==> src/logic/hist_params.svh <==
`ifndef HIST_PARAMS_SVH
`define HIST_PARAMS_SVH

// array geometry
`define PIXEL_NUM 4
`define BIN_NUM 16

// raw event timestamp in TDC ticks
`define TIME_W 10
// windowed time to bin index
`define BIN_SHIFT 2

// bin counters saturate at all ones
`define COUNT_W 8
`define PIX_W 2
`define BIN_W 4
// pixel index above bin index
`define RAM_ADDR 6

// dropped event counter
`define DROP_W 16

// APB bus
`define APB_ADDR_W 8
`define APB_DATA_W 32

`endif

==> src/logic/histPkg.sv <==
`include "hist_params.svh"

package histPkg;

    // one photon hit as delivered by the front end
    typedef struct packed {
        logic [`PIX_W-1:0]  pix;
        logic [`TIME_W-1:0] stamp;
    } photonEvent;

    // count RAM address, pixel in the upper bits
    typedef struct packed {
        logic [`PIX_W-1:0] pix;
        logic [`BIN_W-1:0] bin;
    } binReq;

    typedef logic [`COUNT_W-1:0] binCount;

    // scan result for one pixel
    // count sits in the low byte of the readout word
    typedef struct packed {
        logic [`BIN_W-1:0] bin;
        binCount           count;
    } peakEntry;

    // APB byte offsets
    localparam logic [`APB_ADDR_W-1:0] REG_CTRL   = 8'h00;
    localparam logic [`APB_ADDR_W-1:0] REG_STATUS = 8'h04;
    localparam logic [`APB_ADDR_W-1:0] REG_OFFSET = 8'h08;
    localparam logic [`APB_ADDR_W-1:0] REG_DROPS  = 8'h0C;
    // peak p at REG_PEAK0 + 4*p
    localparam logic [`APB_ADDR_W-1:0] REG_PEAK0  = 8'h10;

endpackage

==> src/logic/histRam.sv <==
`timescale 1ns/100ps

module histRam #(
    parameter type wordT = logic [7:0],
    parameter int  DEPTH = 64
) (
    input  logic                     clk,
    input  logic                     wrEn,
    input  logic [$clog2(DEPTH)-1:0] wrAddr,
    input  wordT                     wrData,
    input  logic                     rdEn,
    input  logic [$clog2(DEPTH)-1:0] rdAddr,
    output wordT                     rdData
);

    wordT mem [DEPTH];

    // write port
    always_ff @(posedge clk) begin
        if (wrEn) begin
            mem[wrAddr] <= wrData;
        end
    end

    // read port, one cycle latency
    // same-address write in the same cycle gives the old word
    always_ff @(posedge clk) begin
        if (rdEn) begin
            rdData <= mem[rdAddr];
        end
    end

endmodule

==> src/logic/eventIngest.sv <==
`timescale 1ns/100ps
`include "hist_params.svh"

module eventIngest (
    input  logic                clk,
    input  logic                res,
    input  logic                evValid,
    output logic                evReady,
    input  histPkg::photonEvent evData,
    input  logic [`TIME_W-1:0]  windowOffset,
    input  logic                stall,
    output logic                reqValid,
    output histPkg::binReq      req,
    output logic [`DROP_W-1:0]  dropCount,
    input  logic                dropClear
);

    logic               accept;
    logic [`TIME_W-1:0] windowed;
    logic [`TIME_W-1:0] binFull;
    logic               early;
    logic               late;
    logic               drop;

    // only back-pressure point of the pipeline
    assign evReady = ~stall;
    assign accept  = evValid & evReady;

    // window rule on the incoming event
    assign early    = evData.stamp < windowOffset;
    assign windowed = evData.stamp - windowOffset;
    assign binFull  = windowed >> `BIN_SHIFT;
    // past the last bin
    assign late     = binFull >= `BIN_NUM;
    assign drop     = early | late;

    always_ff @(posedge clk or negedge res) begin
        if (!res) begin
            reqValid <= 1'b0;
        end else begin
            reqValid <= accept & ~drop;
        end
    end

    // bin address for the accumulator
    always_ff @(posedge clk) begin
        if (accept) begin
            req.pix <= evData.pix;
            req.bin <= binFull[`BIN_W-1:0];
        end
    end

    // drop counter, sticks at all ones
    always_ff @(posedge clk or negedge res) begin
        if (!res) begin
            dropCount <= '0;
        end else if (dropClear) begin
            dropCount <= '0;
        end else if (accept && drop && !(&dropCount)) begin
            dropCount <= dropCount + 1'b1;
        end
    end

    // stall comes from the accumulator and scanner
    reqNotStalled: assert property (
        @(posedge clk) disable iff (!res)
        $rose(reqValid) |-> !stall
    );

endmodule

==> src/logic/binAccumulator.sv <==
`timescale 1ns/100ps
`include "hist_params.svh"

module binAccumulator (
    input  logic                 clk,
    input  logic                 res,
    input  logic                 reqValid,
    input  histPkg::binReq       req,
    input  logic                 clearStart,
    output logic                 clearBusy,
    input  logic                 scanRdEn,
    input  logic [`RAM_ADDR-1:0] scanAddr,
    output histPkg::binCount     scanData
);
    import histPkg::*;

    localparam int DEPTH = `PIXEL_NUM * `BIN_NUM;

    // read stage, RAM word arrives here
    logic                 rdValid;
    binReq                rdReq;
    // write stage
    logic                 wrValid;
    binReq                wrReq;
    binCount              wrCount;
    // write that landed on the same edge as the read
    logic                 hazHit;
    binCount              hazCount;

    binCount              current;
    binCount              bumped;

    // clear sweep pointer
    logic [`RAM_ADDR-1:0] clrAddr;

    logic                 ramWrEn;
    logic [`RAM_ADDR-1:0] ramWrAddr;
    binCount              ramWrData;
    logic                 ramRdEn;
    logic [`RAM_ADDR-1:0] ramRdAddr;
    binCount              ramRdData;

    // scanner borrows the read port, events are stalled meanwhile
    assign ramRdEn   = reqValid | scanRdEn;
    assign ramRdAddr = scanRdEn ? scanAddr : {req.pix, req.bin};
    assign scanData  = ramRdData;

    // newest value wins: write stage, then the just-landed write, then RAM
    assign current = (wrValid && wrReq == rdReq) ? wrCount :
                     hazHit ? hazCount : ramRdData;
    // saturating increment
    assign bumped  = (&current) ? current : current + 1'b1;

    // clear sweep owns the write port while busy
    assign ramWrEn   = clearBusy | wrValid;
    assign ramWrAddr = clearBusy ? clrAddr : {wrReq.pix, wrReq.bin};
    assign ramWrData = clearBusy ? '0 : wrCount;

    always_ff @(posedge clk or negedge res) begin
        if (!res) begin
            rdValid <= 1'b0;
            wrValid <= 1'b0;
            hazHit  <= 1'b0;
        end else begin
            rdValid <= reqValid & ~clearBusy;
            wrValid <= rdValid & ~clearBusy;
            // read issued now misses the write going in now
            hazHit  <= reqValid & wrValid & (req == wrReq);
        end
    end

    // read-then-write pairing
    always_ff @(posedge clk) begin
        rdReq    <= req;
        wrReq    <= rdReq;
        wrCount  <= bumped;
        hazCount <= wrCount;
    end

    // zero every address, one per cycle
    always_ff @(posedge clk or negedge res) begin
        if (!res) begin
            clearBusy <= 1'b0;
            clrAddr   <= '0;
        end else if (clearStart) begin
            clearBusy <= 1'b1;
            clrAddr   <= '0;
        end else if (clearBusy) begin
            clrAddr <= clrAddr + 1'b1;
            if (clrAddr == `RAM_ADDR'(DEPTH - 1)) begin
                clearBusy <= 1'b0;
            end
        end
    end

    histRam #(
        .wordT (binCount),
        .DEPTH (DEPTH)
    ) countRam (
        .clk    (clk),
        .wrEn   (ramWrEn),
        .wrAddr (ramWrAddr),
        .wrData (ramWrData),
        .rdEn   (ramRdEn),
        .rdAddr (ramRdAddr),
        .rdData (ramRdData)
    );

    // both the sweep and the ingest path feed this address
    wrAddrInRange: assert property (
        @(posedge clk) disable iff (!res)
        ramWrEn |-> !$isunknown(ramWrAddr) && ramWrAddr < DEPTH
    );

endmodule

==> src/logic/peakScanner.sv <==
`timescale 1ns/100ps
`include "hist_params.svh"

module peakScanner (
    input  logic                 clk,
    input  logic                 res,
    input  logic                 scanStart,
    output logic                 scanBusy,
    output logic                 scanDone,
    output logic                 scanRdEn,
    output logic [`RAM_ADDR-1:0] scanAddr,
    input  histPkg::binCount     scanData,
    output logic                 peakWrEn,
    output logic [`PIX_W-1:0]    peakAddr,
    output histPkg::peakEntry    peakData
);
    import histPkg::*;

    localparam int DEPTH = `PIXEL_NUM * `BIN_NUM;

    // read issue side
    logic                 issuing;
    logic [`RAM_ADDR-1:0] rdAddr;
    // data side, one cycle behind
    logic                 dValid;
    binReq                dReq;
    // running maximum of the current pixel
    binCount              maxCount;
    logic [`BIN_W-1:0]    maxBin;
    logic                 take;
    binCount              candCount;
    logic [`BIN_W-1:0]    candBin;
    logic                 lastPeak;

    assign scanRdEn = issuing;
    assign scanAddr = rdAddr;

    // first bin seeds the max, later bins only on strictly greater
    // so a tie keeps the lower bin
    assign take      = (dReq.bin == '0) || (scanData > maxCount);
    assign candCount = take ? scanData : maxCount;
    assign candBin   = take ? dReq.bin : maxBin;

    assign lastPeak = peakWrEn && (peakAddr == `PIX_W'(`PIXEL_NUM - 1));

    always_ff @(posedge clk or negedge res) begin
        if (!res) begin
            issuing  <= 1'b0;
            rdAddr   <= '0;
            dValid   <= 1'b0;
            peakWrEn <= 1'b0;
            scanBusy <= 1'b0;
            scanDone <= 1'b0;
        end else begin
            dValid   <= issuing;
            // pixel's last bin closes its entry
            peakWrEn <= dValid && (dReq.bin == `BIN_W'(`BIN_NUM - 1));
            // one-cycle pulse after the final peak write
            scanDone <= lastPeak;
            if (scanStart) begin
                issuing  <= 1'b1;
                rdAddr   <= '0;
                scanBusy <= 1'b1;
            end else begin
                if (issuing) begin
                    rdAddr <= rdAddr + 1'b1;
                    if (rdAddr == `RAM_ADDR'(DEPTH - 1)) begin
                        issuing <= 1'b0;
                    end
                end
                if (lastPeak) begin
                    scanBusy <= 1'b0;
                end
            end
        end
    end

    always_ff @(posedge clk) begin
        dReq <= rdAddr;
        if (dValid) begin
            maxCount <= candCount;
            maxBin   <= candBin;
        end
        // peak RAM entry
        peakAddr       <= dReq.pix;
        peakData.bin   <= candBin;
        peakData.count <= candCount;
    end

    // software waits for the previous scan
    startWhenIdle: assert property (
        @(posedge clk) disable iff (!res)
        scanStart |-> !scanBusy
    );

endmodule

==> src/logic/apbRegs.sv <==
`timescale 1ns/100ps
`include "hist_params.svh"

module apbRegs (
    input  logic                   clk,
    input  logic                   res,
    input  logic                   psel,
    input  logic                   penable,
    input  logic                   pwrite,
    input  logic [`APB_ADDR_W-1:0] paddr,
    input  logic [`APB_DATA_W-1:0] pwdata,
    output logic [`APB_DATA_W-1:0] prdata,
    output logic                   pready,
    output logic                   pslverr,
    output logic                   clearStart,
    output logic                   scanStart,
    output logic [`TIME_W-1:0]     windowOffset,
    input  logic                   clearBusy,
    input  logic                   scanBusy,
    input  logic                   scanDone,
    input  logic [`DROP_W-1:0]     dropCount,
    output logic                   dropClear,
    output logic                   peakRdEn,
    output logic [`PIX_W-1:0]      peakRdAddr,
    input  histPkg::peakEntry      peakRdData
);
    import histPkg::*;

    localparam int PEAK_END = REG_PEAK0 + 4 * `PIXEL_NUM;

    logic                   setup;
    logic                   access;
    logic                   isPeak;
    logic                   mapped;
    logic                   wrCtrl;
    logic [`APB_ADDR_W-1:0] peakOff;
    // STATUS bit 2, held until the next start
    logic                   doneFlag;

    // no wait states
    assign pready = 1'b1;
    assign setup  = psel & ~penable;
    assign access = psel & penable;

    // peak window, word aligned
    assign peakOff = paddr - REG_PEAK0;
    assign isPeak  = (paddr >= REG_PEAK0) && (paddr < PEAK_END) && (paddr[1:0] == 2'b00);
    assign mapped  = isPeak || (paddr == REG_CTRL) || (paddr == REG_STATUS) ||
                     (paddr == REG_OFFSET) || (paddr == REG_DROPS);

    // peak RAM read in setup, word ready for the access phase
    assign peakRdEn   = setup & ~pwrite & isPeak;
    assign peakRdAddr = peakOff[`PIX_W+1:2];

    assign wrCtrl = access & pwrite & (paddr == REG_CTRL);

    // read mux, zero outside a read access
    always_comb begin
        prdata = '0;
        if (access && !pwrite) begin
            if (isPeak) begin
                prdata[$bits(peakEntry)-1:0] = peakRdData;
            end else begin
                case (paddr)
                    REG_STATUS: prdata[2:0] = {doneFlag, scanBusy, clearBusy};
                    REG_OFFSET: prdata[`TIME_W-1:0] = windowOffset;
                    REG_DROPS:  prdata[`DROP_W-1:0] = dropCount;
                    default:    prdata = '0;
                endcase
            end
        end
    end

    assign pslverr = access & ~mapped;

    // clear also resets the drop counter
    assign dropClear = clearStart;

    always_ff @(posedge clk or negedge res) begin
        if (!res) begin
            clearStart   <= 1'b0;
            scanStart    <= 1'b0;
            windowOffset <= '0;
            doneFlag     <= 1'b0;
        end else begin
            // start pulses last one cycle
            clearStart <= wrCtrl & pwdata[0];
            scanStart  <= wrCtrl & pwdata[1];
            if (access && pwrite && paddr == REG_OFFSET) begin
                windowOffset <= pwdata[`TIME_W-1:0];
            end
            if (clearStart || scanStart) begin
                doneFlag <= 1'b0;
            end else if (scanDone) begin
                doneFlag <= 1'b1;
            end
        end
    end

endmodule

==> src/logic/histTop.sv <==
`timescale 1ns/100ps
`include "hist_params.svh"

module histTop (
    input  logic                   clk,
    input  logic                   res,
    input  logic                   evValid,
    output logic                   evReady,
    input  histPkg::photonEvent    evData,
    input  logic                   psel,
    input  logic                   penable,
    input  logic                   pwrite,
    input  logic [`APB_ADDR_W-1:0] paddr,
    input  logic [`APB_DATA_W-1:0] pwdata,
    output logic [`APB_DATA_W-1:0] prdata,
    output logic                   pready,
    output logic                   pslverr
);
    import histPkg::*;

    logic                 stall;
    logic                 reqValid;
    binReq                req;
    logic                 clearStart;
    logic                 scanStart;
    logic                 dropClear;
    logic                 clearBusy;
    logic                 scanBusy;
    logic                 scanDone;
    logic [`TIME_W-1:0]   windowOffset;
    logic [`DROP_W-1:0]   dropCount;
    // scanner to count RAM
    logic                 scanRdEn;
    logic [`RAM_ADDR-1:0] scanAddr;
    binCount              scanData;
    // peak RAM ports
    logic                 peakWrEn;
    logic [`PIX_W-1:0]    peakWrAddr;
    peakEntry             peakWrData;
    logic                 peakRdEn;
    logic [`PIX_W-1:0]    peakRdAddr;
    peakEntry             peakRdData;

    // events wait during a clear or a scan
    assign stall = clearBusy | scanBusy;

    eventIngest ingest (
        .clk          (clk),
        .res          (res),
        .evValid      (evValid),
        .evReady      (evReady),
        .evData       (evData),
        .windowOffset (windowOffset),
        .stall        (stall),
        .reqValid     (reqValid),
        .req          (req),
        .dropCount    (dropCount),
        .dropClear    (dropClear)
    );

    binAccumulator accum (
        .clk        (clk),
        .res        (res),
        .reqValid   (reqValid),
        .req        (req),
        .clearStart (clearStart),
        .clearBusy  (clearBusy),
        .scanRdEn   (scanRdEn),
        .scanAddr   (scanAddr),
        .scanData   (scanData)
    );

    peakScanner scanner (
        .clk       (clk),
        .res       (res),
        .scanStart (scanStart),
        .scanBusy  (scanBusy),
        .scanDone  (scanDone),
        .scanRdEn  (scanRdEn),
        .scanAddr  (scanAddr),
        .scanData  (scanData),
        .peakWrEn  (peakWrEn),
        .peakAddr  (peakWrAddr),
        .peakData  (peakWrData)
    );

    histRam #(
        .wordT (peakEntry),
        .DEPTH (`PIXEL_NUM)
    ) peakRam (
        .clk    (clk),
        .wrEn   (peakWrEn),
        .wrAddr (peakWrAddr),
        .wrData (peakWrData),
        .rdEn   (peakRdEn),
        .rdAddr (peakRdAddr),
        .rdData (peakRdData)
    );

    apbRegs regs (
        .clk          (clk),
        .res          (res),
        .psel         (psel),
        .penable      (penable),
        .pwrite       (pwrite),
        .paddr        (paddr),
        .pwdata       (pwdata),
        .prdata       (prdata),
        .pready       (pready),
        .pslverr      (pslverr),
        .clearStart   (clearStart),
        .scanStart    (scanStart),
        .windowOffset (windowOffset),
        .clearBusy    (clearBusy),
        .scanBusy     (scanBusy),
        .scanDone     (scanDone),
        .dropCount    (dropCount),
        .dropClear    (dropClear),
        .peakRdEn     (peakRdEn),
        .peakRdAddr   (peakRdAddr),
        .peakRdData   (peakRdData)
    );

endmodule

==> config.mk <==
export PLATFORM = sky130hd
export DESIGN_NAME = histTop
export DESIGN_NICKNAME = d
export VERILOG_FILES = /design/src/logic/histPkg.sv /design/src/logic/histRam.sv /design/src/logic/eventIngest.sv /design/src/logic/binAccumulator.sv /design/src/logic/peakScanner.sv /design/src/logic/apbRegs.sv /design/src/logic/histTop.sv
export VERILOG_INCLUDE_DIRS = /design/src /design/src/logic
export SDC_FILE = /design/constraint.sdc
export NUM_CORES = 1
export LEC_CHECK = 0
export BUFFER_PORTS_ARGS = -buffer_cell sky130_fd_sc_hd__buf_4
export CAP_MARGIN = 20
export CORE_MARGIN = 5
export CORE_UTILIZATION = 59
export CTS_CLUSTER_SIZE = 40
export DETAILED_ROUTE_END_ITERATION = 6
export GPL_ROUTABILITY_DRIVEN = 1
export PLACE_DENSITY = 0.83
export SLEW_MARGIN = 20
export SYNTH_ARGS = -nofsm -noshare
export SYNTH_HDL_FRONTEND = slang
export SYNTH_SLANG_ARGS = --single-unit
==> constraint.sdc <==
create_clock -name clk -period 3.72 [get_ports clk]
set_input_delay 0.558 -clock clk [delete_from_list [all_inputs] [get_ports clk]]
set_output_delay 0.558 -clock clk [all_outputs]
set_load 0.01 [all_outputs]
== Yosys cells after proc, flatten, opt, wreduce, memory -nomap -nowiden ==
Memories as Yosys holds them, arrays and structs flattened. A register that Yosys moved wholly into a read port is not among the register bits.
Cells that the tools add are included.
Cells by class
  bitwise gates (word level): 25
  reduce and logical (&&, ||, !) cells: 28
  $lt $le $gt $ge: 5
  add/subtract/negate cells: 6
  multiplexer cells: 34
  equality and inequality tests: 9
Operator list (count)
  two-way mux 16 bit: 3
  two-way mux 6 bit: 7
  two-way mux 8 bit: 5
  adder 16 x 1 -> 16 bit, second input constant: 1
  == test 8 x 4 -> 1 bit, second input constant: 2
  greater-or-equal comparator 8 x 5 -> 1 bit, second input constant: 2
  AND reduction 16 bit: 1
  AND 1 bit: 15
  two-way mux 1 bit: 14
  one-hot mux 7 bit (2 select lines): 1
  adder 6 x 1 -> 6 bit, second input constant: 2
  == test 6 bit: 2
  == test 6 bit, second input constant: 2
  two-way mux 12 bit: 1
  logical AND 1 bit: 10
  less-than comparator 10 bit: 1
  nonzero test 2 bit: 5
  subtractor 10 bit: 1
  one-hot mux 3 bit (3 select lines): 1
  adder 8 x 1 -> 8 bit, second input constant: 1
  == test 8 x 3 -> 1 bit, second input constant: 1
  greater-than comparator 8 bit: 1
  logical NOT 8 bit: 1
  less-than comparator 8 x 6 -> 1 bit, second input constant: 1
  11 further kinds: 26
Word-level totals
  logic and storage cells: 141
  output and inout port bits: 35
  memories: 2
  RAM bits: 560
  register bits after elaboration: 117
Memory list
  accum.countRam.mem: depth 64, width 8, rd ports 1, clocked after memory_dff 1, wr ports 1, RTL line histRam.sv:16  | wordT mem [DEPTH];
  peakRam.mem: depth 4, width 12, rd ports 1, clocked after memory_dff 1, wr ports 1, RTL line histRam.sv:16

== Logic depth before layout (Yosys ltp) ==
Gate-level depths: netlist (run 1).
  word-level depth: 9
  gate-level depth with buffers: 12

== By module ==
From an unflattened synthesis (run 1), not the netlist that was laid out.
Unflattened totals
  cell total of the unflattened synthesis: 1579
  area, all modules: 28366.0 um^2
Modules (own cells, without submodules)
  histRam at accum.countRam: cells each 940, instances 1, area an instance 20246.9 um^2
  histRam at peakRam: cells each 78, instances 1, area an instance 2127.0 um^2
  binAccumulator: cells each 168, instances 1, area an instance 1801.7 um^2
  peakScanner: cells each 120, instances 1, area an instance 1617.8 um^2
  eventIngest: cells each 158, instances 1, area an instance 1477.7 um^2
  apbRegs: cells each 114, instances 1, area an instance 1088.5 um^2
  histTop: cells each 1, instances 1, area an instance 6.3 um^2

== Worst setup path after synthesis (run 1) ==
Ideal clock, no wire load.
  kind: input port to flip-flop
  from: in evData[2] (netlist bit)
  to: reg ingest.dropCount[12]
  stages on the path: 10
  data arrival time: 3003 ps
  setup slack: 592 ps
  setup time: 125 ps
  buffers on the path: 1
  cells stage by stage: ha_1 -> a21o_1 -> a31o_2 -> a41o_1 -> o31a_1 -> mux2i_1 -> o31a_1 -> buf_4 -> nor4_1 -> mux2_2
Between the ends
  cells in the longest elaborated chain, start to end: 6
  elaborated cells on any way between the ends: 7
RTL lines
  start, declared: RTL line histTop.sv:9  | input histPkg::photonEvent evData,
  subtractor 10 bit: RTL line eventIngest.sv:31  | assign windowed = evData.stamp - windowOffset;
  greater-or-equal comparator 8 x 5 -> 1 bit (no line)
  bitwise OR 1 bit (*): RTL line eventIngest.sv:35  | assign drop = early | late;
  logical AND 1 bit (*) (2 in series): RTL line eventIngest.sv:59  | end else if (accept && drop && !(&dropCount)) begin
  nonzero test 2 bit (no line) (*)
  end signal, assigned: RTL line eventIngest.sv:60  | dropCount <= dropCount + 1'b1;
  end, declared: RTL line eventIngest.sv:14  | output logic [`DROP_W-1:0] dropCount,
Every way passes the cells marked *; elsewhere a longest branch is shown, timed or not.
A chain may end at the register's enable or synchronous reset.

== Worst setup path in the final report (run 1) ==
  from: reg scanner.issuing (netlist: scanner.scanRdEn)
  to: reg accum.countRam.rdData[5] (netlist bit) (read register of accum.countRam.mem), data pin
Between the ends
  cells in the longest elaborated chain, start to end: 1
  elaborated cells on any way between the ends: 2
RTL lines
  start, declared: RTL line peakScanner.sv:22  | logic issuing;
  start signal, assigned: RTL line peakScanner.sv:48  | issuing <= 1'b0;
  start signal, assigned: RTL line peakScanner.sv:61  | issuing <= 1'b1;
  start signal, assigned: RTL line peakScanner.sv:68  | issuing <= 1'b0;
  two-way mux 6 bit / bitwise OR 1 bit (equally long branches): RTL line binAccumulator.sv:45, binAccumulator.sv:44
  end, declared: RTL line histRam.sv:13  | output wordT rdData
Parallel ways exist; a longest one is shown, timed or not.

==> results of run 1 <==
power breakdown:
part           internal, mW  total (mW)  switching (mW)
sequential             8.54        8.67           0.131
combinational         0.428       0.981           0.554
clock                  3.90        6.78            2.88
how the worst min path moves through the flow:
stage / end / slack [ns] / depth (start not counted)
after floorplan: accum.clearBusy / 0.26 / 0
after global placement: scanner.peakAddr[1] / 0.31 / 0
after detailed placement: scanner.peakAddr[0] / 0.31 / 0
after CTS: regs.windowOffset[3] / 0.005 / 1
after global routing: scanner.scanBusy / 0.05 / 1
final: scanner.scanBusy / 0.007 / 1
worst register-to-register path: cells and delay by family, from the launching register on:
family          cells  cell delay, ns
compound gates      4            1.11
buf+inv             1            0.39
mux                 2            1.04
simple gates        1            0.18
flops               1            0.47
cell type report:
type	instances	area (um^2)
clock buffer	89	1860
inverter	30	113
tap	607	759
sequential	697	20200
multi-input combinational	818	7380
fill	2855	15200
timing repair buffer	110	946
clock inverter	34	324
synth_stat cells (all sizes together) (4+ instances only):
cell type	instances
nand3b	4
a311oi	16
nand2	123
or3	10
or4	4
ha	21
nor2b	14
dfrtp	51
mux2i	19
o21ai	26
mux2	24
o21a	6
o31ai	5
a21o	5
xnor2	16
and2	39
clkbuf	45
xor2	11
a21oi	48
nand2b	6
mux4	140
inv	30
and3	10
dfxtp	48
nor3	9
edfxtp	598
a31oi	17
buf	49
a211oi	41
a22oi	11
nand3	11
nor4	5
nor2	120
nand4	10
kinds of logic after synthesis:
group | synth area share [%]
other | 0.0268
and+or+nand+nor | 6.29
xor gates and xnor gates | 0.898
buffers and inverters | 2.17
DFF | 72.1
AOI/OAI and AO/OA | 4.67
adders and majority gates | 0.938
muxes | 12.9
per-layer routing:
metal	GRT usage, %	vias to the layer above
li1	-	6548
met1	32.2	7701
met2	40.1	862
met3	5.14	177
met4	10.3	2
met5	0	-
registers in the layout, indices dropped and copies added (netlist names), 4 cells and up:
| name | count |
|---|---|
| accum.countRam.mem | 512 |
| peakRam.mem | 48 |
| ingest.dropCount | 16 |
| peakRam.rdData | 12 |
| scanner.peakData | 12 |
| regs.windowOffset | 10 |
| accum.countRam.rdData | 8 |
| accum.hazCount | 8 |
| accum.wrCount | 8 |
| scanner.maxCount | 8 |
| accum.clrAddr | 6 |
| accum.rdReq | 6 |
| accum.wrReq | 6 |
| ingest.req | 6 |
| scanner.dReq | 6 |
| scanner.scanAddr | 6 |
| scanner.maxBin | 4 |
per-stage QoR:
step / hold slack [ns] / std cells / setup WS [ns] / total power [mW] / util (%)
2_1_floorplan: 0.262 / 1639 / 0.592 / 9.45 / -
3_3_place_gp: 0.312 / 2259 / 0.328 / 9.73 / 62.7
3_5_place_dp: 0.314 / 2259 / 0.269 / 9.78 / 62.7
4_1_cts: 0.00470 / 2382 / 0.313 / 16.5 / 67.4
5_1_grt: 0.0530 / 2385 / 0.191 / 17.0 / 67.5
6_report: 0.00700 / 2385 / 0.259 / 16.4 / 67.5
==> results.ini, run 1 <==
[status]
run_status = finished clean

[yosys]
synth-seq-area-share_pct = 72.1
avgSynthCellArea_um2 = 17.2
ys_warn_count = 0
async_flop_share_pct = 7.32
synth.area.top_cells = edfxtp_1, mux4_2, dfrtp_1
syn_area_um2 = 28000
synth_cells = 1624
ys_ff_latch = 697
synth_flop_cell = edfxtp_1
yosysUniqueCellTypes = 62
synth-edff-count = 598
yosysTopAreaCell = edfxtp_1
synth_top_area_share_pct = 64.1

[critical_path]
critPathLaunchType = flop
critPathRequiredTime_ns = 4.04
crit_path_end_kind = flop
setup.worst_path.end = accum.countRam.rdData[5]
cpPeakStageDelay_ns = 0.58
cpLargestDelayFamily = compound AO/OA/AOI/OAI gates
r2r_start = scanner.scanRdEn
path_common_cell = a211oi_1
regToRegSetupSlack_ns = 0.26
r2r_end = accum.countRam.rdData[5]
cp.depth = 8
cp.arrival_ns = 3.78
worst-r2r-cell-count = 8
worst-path-buf-inv = 1
cp_max_fo = 56
startpoint = scanner.scanRdEn
crit_type = flop to flop
slowest_stage = mux4_2
path_cells = mux2i_4 -> buf_12 -> mux4_2 -> and2_1 -> a211oi_1 -> a31oi_1 -> a211oi_1 -> a21oi_1

[clock_tree]
insertion_delay_ns = 0.61
cts_max_path_buffers = 3
hold_buffers = 0
root_buffer = clkbuf_16
clkSinkCount = 697
cts_tree = yes
clkTransAtPathRegs_ns = 0.06
htreeDepth = 3
cts_setup_buffers = 0
cts_resized = 0
numCtsBuffers = 68

[cells_and_area]
final_area_um2 = 31600
area_growth_pct = 12.8
layout.nets = 1804
final_cell_mix = edfxtp_1, mux4_2, nand2_1, nor2_1, buf_4
drive_above_1_share_pct = 22.1
num_antenna_cells = 0
layout.cells.most_common = edfxtp_1

[global_route]
track_usage_pct = 24.4
antenna_found_initial = 1
overflow = 0
grt_max_degree = 69
grt_pass1_vias = 15800
grt_pass1_wl_mm = 96.7

[placed_design]
dp.final_hpwl_mm = 37.6
post_dp_cell_area_um2 = 29300
place.gp.congestion = 0.892
portBuffers = 53

[detailed_routing]
wl_met1_mm = 23.3
vias = 15300
drt_iter0_markers = 1819
dr.pass1.iters = 6
wl_mm = 63.5
drtAntennaViolNets = 0
viasPerCell = 6.41
drc = 0
route.met3.wl_mm = 5.55
top_layer_used = met5
wl_met2_mm = 31.7
routedWlPerCell_um = 26.6

[die]
rows = 79
start_util_pct = 59.9
io_pins = 93
die_w_um = 228
die-area_um2 = 51900
fp.dieH_um = 228
coreArea_um2 = 46800

[timing]
skew_ns = 0.0287
tightest_slew_ns = 1.08
finalSetupViolCount = 0
finalSetupTns_ns = 0
finalHoldViolations = 0
finalCritPeriodShare_pct = 93.0
rsz0062_at_grt = no
drv_slew = 0
fmax_mhz = 289
period_needed_ns = 3.46
slew_headroom_pct = 28.0

[power]
peakVddDrop_v = 0.000456
leakage_nw = 10.6
power_density_nw_per_um2 = 520

[flow_run]
maxCapViolCount = 0

[hold_path]
hold_path_class = input pin to asynchronous set/reset pin

(Power assumes the default switching activity.)
==> run 2: changes to the inputs <==
--- a/config.mk
+++ b/config.mk
@@ -14,6 +14,7 @@
 export DETAILED_ROUTE_END_ITERATION = 6
 export GPL_ROUTABILITY_DRIVEN = 1
 export PLACE_DENSITY = 0.83
+export REMOVE_ABC_BUFFERS = 1
 export SLEW_MARGIN = 20
 export SYNTH_ARGS = -nofsm -noshare
 export SYNTH_HDL_FRONTEND = slang
==> results.ini, run 2 (same netlist as run 1, synthesis figures left out) <==
[timing]
finalSetupTns_ns = 0
finalHoldViolations = 0
period_needed_ns = 3.49
finalCritPeriodShare_pct = 93.8
drv_slew = 0
finalSetupViolCount = 0
fmax_mhz = 287
tightest_slew_ns = 1.05
skew_ns = 0.0266
holdWs_ns = 0.00450
slew_headroom_pct = 29.8
rsz0062_at_grt = no

[clock_tree]
insertion_delay_ns = 0.60
cts_tree = yes
htreeDepth = 3
root_buffer = clkbuf_16
numCtsBuffers = 68
cts_resized = 0
clkTransAtPathRegs_ns = 0.06
cts_setup_buffers = 0
cts_max_path_buffers = 3
hold_buffers = 0
clkSinkCount = 697

[placed_design]
dp.final_hpwl_mm = 35.8
place.gp.congestion = 0.897
portBuffers = 53

[hold_path]
hold_path_class = input pin to asynchronous set/reset pin

[global_route]
grt_max_degree = 66
track_usage_pct = 23.6
grt_pass1_wl_mm = 94.4
grt_pass1_vias = 15600
overflow = 0
antenna_found_initial = 0

[die]
die_w_um = 228
start_util_pct = 59.9
io_pins = 93
fp.dieH_um = 228
rows = 79
die-area_um2 = 51900
coreArea_um2 = 46800

[critical_path]
r2r_end = ingest.dropCount[12]
critPathRequiredTime_ns = 4.19
cp_max_fo = 22
regToRegSetupSlack_ns = 0.23
worst-r2r-cell-count = 10
critPathLaunchType = flop
crit_path_end_kind = flop
startpoint = regs.windowOffset[2]
cp.arrival_ns = 3.96
r2r_start = regs.windowOffset[2]
setup.worst_path.end = ingest.dropCount[12]
crit_type = flop to flop

[cells_and_area]
regMostFlops = accum.countRam.mem
largestRegisters = accum.countRam.mem x512, peakRam.mem x48, ingest.dropCount x16
final_cell_mix = edfxtp_1, mux4_2, nand2_1, nor2_1, buf_4
layout.cells.most_common = edfxtp_1
drive_above_1_share_pct = 21.2
layout.nets = 1785
area_growth_pct = 11.8
largest_reg_flops = 512
num_antenna_cells = 0

[status]
run_status = finished clean

[detailed_routing]
dr.pass1.iters = 6
drc = 0
wl_mm = 61.4
drtAntennaViolNets = 0
route.met3.wl_mm = 5.28
routedWlPerCell_um = 26.0
wl_met2_mm = 30.7
top_layer_used = met4
viasPerCell = 6.41
vias = 15100
wl_met1_mm = 22.6
drt_iter0_markers = 1979

[power]
leakage_nw = 10.5
power_density_nw_per_um2 = 517
power.total_mw = 16.2
peakVddDrop_v = 0.000454

[flow_run]
maxCapViolCount = 0

==> run 2: changes by cell type in the layout (fill, tap and decap cells not counted), sizes merged <==
cell,change
bufinv,-3
clkinvlp,-1
clkbuf,+1
inv,+2
buf,-19
==> run 2: how the worst min path moves through the flow <==
stage	from	to	slack, ns	cells after the start
after floorplan	res	accum.clearBusy	0.26	0
after global placement	scanner.dReq[4]	scanner.peakAddr[0]	0.31	0
after detailed placement	scanner.dReq[5]	scanner.peakAddr[1]	0.31	0
after CTS	res	accum.rdValid	0.02	1
after global routing	res	scanner.scanBusy	0.04	1
final	res	scanner.scanBusy	0.005	1
==> run 2: routing by layer <==
layer  GRT usage [%]  vias to the layer above
met2            39.1                      840
met4            10.3                        0
met5               0                        -
met1            31.1                     7626
met3            4.62                      174
li1                -                     6508
==> run 2: final cells by class <==
class / instances / area (um^2)
repair buffers: 91 / 746
fillers: 2868 / 15400
clock inverters: 32 / 229
multi-input cells: 818 / 7380
well taps: 607 / 759
flip-flops and latches: 697 / 20200
inverters: 30 / 113
clock buffers: 90 / 1900
==> run 2: power breakdown <==
| group | leakage (nW) | internal (mW) | switching, mW |
|---|---|---|---|
| combinational | 3.02 | 0.411 | 0.542 |
| sequential | 6.44 | 8.54 | 0.132 |
| clock | 1.05 | 3.74 | 2.84 |
| total | 10.5 | 12.7 | 3.52 |
==> run 2: metrics by stage <==
step	setup slack, ns	area [um^2]	util [%]	instances
after global routing	0.101	31300	67.0	2365
after detailed placement	0.0616	29200	62.4	2243
after floorplan	-10.47	27600	-	1545
after global placement	0.221	29200	62.4	2243
final	0.230	31300	67.0	2365
after CTS	0.278	31300	67.0	2365
==> run 2: critical path: stages, from the launching register on <==
cell and delay (ns):
dfrtp_1 0.35, inv_1 0.05, ha_1 0.33, a21o_1 0.20, a31o_2 0.26, a41o_1 0.30, o31a_1 0.32, mux2i_1 0.19
o31a_1 0.56, nor4_1 0.41, mux2_2 0.39
